## config.mk

```make
export PLATFORM = sky130hd
export DESIGN_NAME = cmac
export DESIGN_NICKNAME = d
export VERILOG_FILES = /design/src/conv_pkg.sv /design/src/fx_mult.sv /design/src/fx_accum.sv /design/src/cmac.sv
export SDC_FILE = /design/constraint.sdc
export NUM_CORES = 1
export LEC_CHECK = 0
export BUFFER_PORTS_ARGS = -buffer_cell sky130_fd_sc_hd__buf_2
export CAP_MARGIN = 20
export CORE_ASPECT_RATIO = 0.6
export CORE_MARGIN = 2
export CORE_UTILIZATION = 55
export DETAILED_ROUTE_END_ITERATION = 16
export GPL_TIMING_DRIVEN = 1
export PLACE_DENSITY = 0.73
export SYNTH_ARGS = -nofsm -noshare
export SYNTH_HDL_FRONTEND = slang
export SYNTH_HIERARCHICAL = 1
export SYNTH_SLANG_ARGS = --single-unit
export TNS_END_PERCENT = 30
```

## constraint.sdc

```tcl
create_clock -name clk -period 7.1 [get_ports clk]
set_input_delay 1.42 -clock clk [delete_from_list [all_inputs] [get_ports clk]]
set_output_delay 1.42 -clock clk [all_outputs]
set_load 0.05 [all_outputs]
```

## src/conv_pkg.sv

```systemverilog
`default_nettype none

package conv_pkg;

    // ~~~~~~~~~~~~~~~~~~~~~~~~~~~~~~~~~~~~~~~~~~~~~~~~~~~~~~~~~~~~~~~~~~~~~~~~~~~
    // Sizing
    // ~~~~~~~~~~~~~~~~~~~~~~~~~~~~~~~~~~~~~~~~~~~~~~~~~~~~~~~~~~~~~~~~~~~~~~~~~~~
    localparam int NUM_MAC   = 2;                 // Peer MAC units.
    localparam int MAC_IDX_W = $clog2(NUM_MAC);   // Unit index width.
    localparam int ADDR_W    = 6;
    localparam int MEM_DEPTH = 64;
    localparam int DATA_W    = 16;                // One Q8.8 value.
    localparam int FRAC_W    = 8;
    localparam int CNT_W     = 16;

    // Data in the upper half, weight in the lower half.
    localparam int PAIR_W    = 2 * DATA_W;

    // Saturation limits.
    localparam logic [DATA_W-1:0] SAT_MAX = 16'h7FFF;
    localparam logic [DATA_W-1:0] SAT_MIN = 16'h8000;

    // ~~~~~~~~~~~~~~~~~~~~~~~~~~~~~~~~~~~~~~~~~~~~~~~~~~~~~~~~~~~~~~~~~~~~~~~~~~~
    // MAC controller states
    // ~~~~~~~~~~~~~~~~~~~~~~~~~~~~~~~~~~~~~~~~~~~~~~~~~~~~~~~~~~~~~~~~~~~~~~~~~~~
    typedef enum logic [2:0] {
        ST_IDLE  = 3'd0,   // Waiting for start.
        ST_FETCH = 3'd1,   // Request and read one pair.
        ST_MULT  = 3'd2,   // Product in flight.
        ST_ACC   = 3'd3,   // Running sum update.
        ST_BIAS  = 3'd4,   // Bias add.
        ST_DONE  = 3'd5    // Result held.
    } mac_state_t;

endpackage : conv_pkg

`default_nettype wire

```

## src/fx_mult.sv

```systemverilog
`default_nettype none

module fx_mult (
    input  wire                          clk,
    input  wire                          rst,
    input  wire  [conv_pkg::DATA_W-1:0]  a,
    input  wire  [conv_pkg::DATA_W-1:0]  b,
    input  wire                          nd,
    output logic [conv_pkg::DATA_W-1:0]  result,
    output logic                         rdy
);
    import conv_pkg::*;

    logic signed [2*DATA_W-1:0] prod_q;
    logic signed [2*DATA_W-1:0] prod_shr;
    logic        [DATA_W:0]     prod_top;
    logic        [DATA_W-1:0]   prod_sat;
    logic                       busy_q;

    // Drop the fraction, then clamp to 16 bits.
    assign prod_shr = prod_q >>> FRAC_W;
    assign prod_top = prod_shr[2*DATA_W-1:DATA_W-1];
    assign prod_sat = (&prod_top || ~|prod_top) ? prod_shr[DATA_W-1:0] :
                      (prod_shr[2*DATA_W-1] ? SAT_MIN : SAT_MAX);

    always_ff @(posedge clk) begin
        if (nd)
            prod_q <= $signed(a) * $signed(b);   // Full product.
        if (busy_q)
            result <= prod_sat;
    end

    always_ff @(posedge clk or posedge rst) begin
        if (rst) begin
            busy_q <= 1'b0;
            rdy    <= 1'b0;
        end else begin
            busy_q <= nd;
            rdy    <= busy_q;
        end
    end

    // One operation at a time.
    a_no_overlap: assert property (@(posedge clk) disable iff (rst) nd |-> !busy_q);

endmodule : fx_mult

`default_nettype wire

```

## src/fx_accum.sv

```systemverilog
`default_nettype none

module fx_accum (
    input  wire                          clk,
    input  wire                          rst,
    input  wire  [conv_pkg::DATA_W-1:0]  a,
    input  wire  [conv_pkg::DATA_W-1:0]  b,
    input  wire                          nd,
    output logic [conv_pkg::DATA_W-1:0]  result,
    output logic                         rdy
);
    import conv_pkg::*;

    logic [DATA_W-1:0] sum;
    logic              ovf;

    assign sum = a + b;

    // Same operand signs but a flipped sum sign.
    assign ovf = (a[DATA_W-1] == b[DATA_W-1]) && (sum[DATA_W-1] != a[DATA_W-1]);

    always_ff @(posedge clk) begin
        if (nd) begin
            if (ovf)
                result <= a[DATA_W-1] ? SAT_MIN : SAT_MAX;
            else
                result <= sum;
        end
    end

    always_ff @(posedge clk or posedge rst) begin
        if (rst)
            rdy <= 1'b0;
        else
            rdy <= nd;   // Fixed single-cycle latency.
    end

endmodule : fx_accum

`default_nettype wire

```

## src/cmac.sv

```systemverilog
`default_nettype none

module cmac (
    input  wire                          clk,
    input  wire                          rst,
    input  wire                          start,
    input  wire  [conv_pkg::CNT_W-1:0]   op_num,
    input  wire  [conv_pkg::ADDR_W-1:0]  base_addr,
    input  wire  [conv_pkg::DATA_W-1:0]  bias,
    output logic                         mem_req,
    output logic [conv_pkg::ADDR_W-1:0]  mem_addr,
    input  wire                          mem_gnt,
    input  wire  [conv_pkg::PAIR_W-1:0]  rd_data,
    output logic [conv_pkg::DATA_W-1:0]  result,
    output logic                         conv_valid
);
    import conv_pkg::*;

    mac_state_t        state;
    mac_state_t        next_state;

    logic [CNT_W-1:0]  remain_cnt;
    logic              rd_pending;   // Granted last cycle, data arrives now.
    logic [DATA_W-1:0] bias_q;
    logic [DATA_W-1:0] sum_q;
    logic [DATA_W-1:0] a_mult;
    logic [DATA_W-1:0] b_mult;
    logic [DATA_W-1:0] a_acc;
    logic [DATA_W-1:0] b_acc;
    logic              mult_nd;
    logic              mult_rdy;
    logic              acc_nd;
    logic              acc_rdy;
    logic [DATA_W-1:0] mult_result;
    logic [DATA_W-1:0] acc_result;

    logic start_ok;
    logic rd_capture;
    logic mult_done;
    logic acc_done;
    logic bias_done;
    logic last_pair;

    fx_mult fx_mult_i (
        .clk    (clk),
        .rst    (rst),
        .a      (a_mult),
        .b      (b_mult),
        .nd     (mult_nd),
        .result (mult_result),
        .rdy    (mult_rdy)
    );

    fx_accum fx_accum_i (
        .clk    (clk),
        .rst    (rst),
        .a      (a_acc),
        .b      (b_acc),
        .nd     (acc_nd),
        .result (acc_result),
        .rdy    (acc_rdy)
    );

    assign start_ok   = start && (state == ST_IDLE || state == ST_DONE);
    assign rd_capture = (state == ST_FETCH) && rd_pending;
    assign mult_done  = (state == ST_MULT) && mult_rdy;
    assign acc_done   = (state == ST_ACC) && acc_rdy;
    assign bias_done  = (state == ST_BIAS) && acc_rdy;
    assign last_pair  = (remain_cnt == '0);

    // ~~~~~~~~~~~~~~~~~~~~~~~~~~~~~~~~~~~~~~~~~~~~~~~~~~~~~~~~~~~~~~~~~~~~~~~~~~~
    // FSM
    // ~~~~~~~~~~~~~~~~~~~~~~~~~~~~~~~~~~~~~~~~~~~~~~~~~~~~~~~~~~~~~~~~~~~~~~~~~~~
    always_ff @(posedge clk or posedge rst) begin
        if (rst)
            state <= ST_IDLE;
        else
            state <= next_state;
    end

    always_comb begin
        next_state = state;
        case (state)
            ST_IDLE, ST_DONE: if (start) next_state = ST_FETCH;
            ST_FETCH:         if (rd_pending) next_state = ST_MULT;
            ST_MULT:          if (mult_rdy) next_state = ST_ACC;
            ST_ACC: begin
                if (acc_rdy)
                    next_state = last_pair ? ST_BIAS : ST_FETCH;
            end
            ST_BIAS:          if (acc_rdy) next_state = ST_DONE;
            default:          next_state = ST_IDLE;
        endcase
    end

    // Control and strobes.
    always_ff @(posedge clk or posedge rst) begin
        if (rst) begin
            mem_req    <= 1'b0;
            mem_addr   <= '0;
            rd_pending <= 1'b0;
            remain_cnt <= '0;
            mult_nd    <= 1'b0;
            acc_nd     <= 1'b0;
            result     <= '0;
            conv_valid <= 1'b0;
        end else begin
            mult_nd <= 1'b0;
            acc_nd  <= 1'b0;
            if (start_ok) begin
                remain_cnt <= op_num;
                mem_addr   <= base_addr;
                conv_valid <= 1'b0;
                mem_req    <= 1'b1;
            end
            if (state == ST_FETCH && mem_req && mem_gnt) begin
                mem_req    <= 1'b0;
                rd_pending <= 1'b1;
            end
            if (rd_capture) begin
                rd_pending <= 1'b0;
                mult_nd    <= 1'b1;
            end
            if (mult_done)
                acc_nd <= 1'b1;
            if (acc_done) begin
                if (last_pair) begin
                    acc_nd <= 1'b1;   // Bias add.
                end else begin
                    remain_cnt <= remain_cnt - 1'b1;
                    mem_addr   <= mem_addr + 1'b1;
                    mem_req    <= 1'b1;
                end
            end
            if (bias_done) begin
                result     <= acc_result[DATA_W-1] ? '0 : acc_result;   // ReLU.
                conv_valid <= 1'b1;
            end
        end
    end

    // Operands and running sum.
    always_ff @(posedge clk) begin
        if (start_ok) begin
            bias_q <= bias;
            sum_q  <= '0;
        end
        if (rd_capture) begin
            a_mult <= rd_data[PAIR_W-1:DATA_W];
            b_mult <= rd_data[DATA_W-1:0];
        end
        if (mult_done) begin
            a_acc <= sum_q;
            b_acc <= mult_result;
        end
        // Bias operands are staged on every pair and used only after the last.
        if (acc_done) begin
            sum_q <= acc_result;
            a_acc <= acc_result;
            b_acc <= bias_q;
        end
    end

    a_req_held: assert property (@(posedge clk) disable iff (rst)
        $fell(mem_req) |-> $past(mem_gnt));

    a_busy_start: assert property (@(posedge clk) disable iff (rst)
        (start && !(state inside {ST_IDLE, ST_DONE}) && !acc_done)
        |=> $stable(remain_cnt) && $stable(mem_addr));

endmodule : cmac

`default_nettype wire

```

==> results by group <==
Synth
  – Post-synth EDFFs: 152
  – Distinct cells, synth: 76
  – Main synth FF type: edfxtp_1
  – Top post-synthesis cells by count: inv_1, fa_1, nand2_1
  – Synth Cell Area: 18200 µm²
  – Asr flop ratio synth: 24.0%
  – Cell with the most instances after synthesis: inv_1
  – Cell count after synthesis: 1734
  – Syn_nets: 2167
  – Mean Syn Cell Area: 10.5 µm²
  – Synth area leaders: fa_1, edfxtp_1, inv_1, ha_1, dfrtp_1
  – Synth warnings: 6
  – Sequential share of the synthesized area: 31.7%
  – Post-synth top area share: 28.8%
  – #FFs+latches synth: 200
  – Cell taking the most area after synthesis: fa_1

Critical path
  – WS Path Type: flip-flop to flip-flop
  – Crit path max fanout: 10
  – CP Data Required Time: 7.31 ns
  – Arrival time worst endpoint: 6.89 ns
  – CP startpoint kind: flip-flop
  – Crit. End Element: flip-flop

Timing
  – Clock skew: 0.0227 ns
  – Relative slew slack: 30.6%
  – Final setup viols: 0
  – Least-Margin Pin Slew: 1.04 ns
  – RSZ-0062 raised after global routing: no
  – Max Fclk: 0.150 GHz
  – Crit share post-route: 94.0%
  – Setup TNS: 0 ns
  – Max Slew Vio Count: 0
  – Final Hold Viols: 0
  – Post-route minimum period: 6.68 ns

Final layout
  – Synth-to-layout area growth: 8.47%
  – NumNets Final: 2242
  – Util after Layout: 60.7%
  – Design area: 19800 µm²
  – Layout cells sized above 1: 10.6%
  – ANT cells: 0

Routing
  – Initial DRC count: 995
  – Total routed wirelength: 39800 µm
  – Final ANT Viol Nets: 0
  – Vias per inst: 5.44
  – DRT Pass-1 Iters: 5
  – Vias: 12200
  – WL/cell: 17.7 µm
  – DR DRC count: 0

Clocking
  – H-tree depth: 4
  – CTS tree: built
  – Total CTS buffers: 17
  – CTS max path bufs: 2
  – Clock sink count: 200
  – Clk_lat worst skew: 0.46 ns
  – Clock slew at reported path FFs: 0.08 ns
  – Cts repair resizes: 0
  – CTS root buf: clkbuf_16

Die
  – Die area: 34600 µm²
  – Die H: 145 µm
  – Die X-Extent: 239 µm
  – Core Area: 32500 µm²
  – IO Pins: 98
  – Initial core utilization: 56.0%
  – # rows: 51

Global routing
  – Remaining Overflow, GRT: 0
  – Vias in the first global route: 13100
  – Overall Global Routing Usage: 24.7%
  – First-pass GRT wire length: 67100 µm
  – Antenna violations before repair: 1
  – Largest net degree at the start of global routing: 46

Placed design
  – PortBufs: 96
  – Post-DP Area: 19100 µm²
  – HPWL Detailed: 30800 µm
  – Gp weighted congestion: 0.899

Pwr
  – Leak: 0.00922 µW
  – Peak supply drop: 161 µV
  – Pwr dens: 134 nW/µm²

Status
  – Status: finished clean

Min path
  – Hold WC Path Type: flip-flop to flip-flop

Job
  – Max-cap violations: 0
[worst paths after layout]
path	from	endpoint	slack, ns	depth (start not counted)
min in group asynchronous	rst	fx_accum_i/rdy	0.83	2
worst min register to register	result[0]	result[0]	0.48	2
worst min-delay path	result[0]	result[0]	0.48	2
worst max-delay path	a_mult[8]	fx_mult_i/prod_q[30]	0.42	20
worst max register to register	a_mult[8]	fx_mult_i/prod_q[30]	0.42	20
max in group asynchronous	rst	mem_addr[3]	5.58	3
[routing by layer]
metal,GRT usage (%),vias to the layer above,share of wire (%)
li1,-,5625,-
met4,5.94,2,1.6
met2,36.2,425,43
met5,0,-,0.018
met3,5.19,42,7.3
met1,37.9,6120,48
[cell type report]
cell class | instances | area, µm²
sequential | 200 | 5770
clock inverter | 9 | 78.8
fill | 2679 | 12800
timing repair buffer | 116 | 673
clock buffer | 23 | 499
inverter | 336 | 1260
tap | 424 | 531
multi-input combinational | 1138 | 10900
[flip-flops by register name (all words and copies together) (netlist names)]
register and flops:
sum_q 16, remain_cnt 16, fx_mult_i/busy_q 1, fx_accum_i/result 16, state 3, fx_mult_i/rdy 1, bias_q 16, fx_mult_i/result 16
rd_pending 1, result 15, a_acc 16, b_acc 16, conv_valid 1, mult_nd 1, b_mult 16, fx_mult_i/prod_q 24
fx_accum_i/rdy 1, a_mult 16, mem_addr 6, acc_nd 1, mem_req 1
[kinds of logic after synthesis]
group	Yosys count	synth area share [%]
other	1	0.0206
buffers and inverters	396	8.33
muxes	1	0.0618
adders and majority gates	360	35.5
and+or+nand+nor	518	14.3
DFF	200	31.7
xor gates and xnor gates	43	2.07
AOI/OAI and AO/OA	215	8.05
[stage by stage]
step	power [µW]	worst slack, ns	instances	hold slack (ns)
6_report	2650	0.423	2246	0.479
5_1_grt	2750	0.0302	2246	0.522
4_1_cts	2670	0.368	2241	0.481
3_5_place_dp	1680	0.411	2209	0.460
3_3_place_gp	1670	0.529	2208	0.457
2_1_floorplan	1600	0.853	1734	0.484
[what timing repair did]
item	4_1_cts	5_1_grt
hold buffers	0	0
setup buffers	0	2
endpoints found under the setup margin	0	1
[report_power, final]
group	internal, µW	leakage, µW	switching (µW)	total (µW)
logic	96.2	0.00696	152	248
clock network	510	0.000290	476	985
registers	1310	0.00197	101	1420
total	1920	0.00922	729	2650
[placed cells by master (no fill, tap or decap), drive strengths merged, types with 23 or more instances in the layout]
cell type	synthesis	final
dfrtp	48	48
inv	336	344
edfxtp	152	152
ha	97	97
fa	262	262
nand2b	26	26
a21oi	41	41
buf	11	116
o21ai	64	64
a21o	43	43
clkbuf	49	23
xnor2	34	34
nor2	38	38
and2	135	135
nand2	238	238
[worst max-delay path, cell delays in order, from the launching register on]
cell and delay [ns]:
edfxtp_1 0.62, and2_1 0.26, fa_1 0.53, inv_1 0.05
fa_1 0.46, fa_1 0.52, inv_1 0.06, fa_1 0.49
fa_1 0.49, inv_1 0.05, fa_1 0.47, inv_1 0.04
ha_1 0.32, a21o_1 0.19, a21oi_1 0.29, o21ai_0 0.31
o2111ai_1 0.45, a21oi_1 0.19, or3_4 0.41, a21oi_2 0.15
xnor2_1 0.07
(Power assumes the default switching activity.)
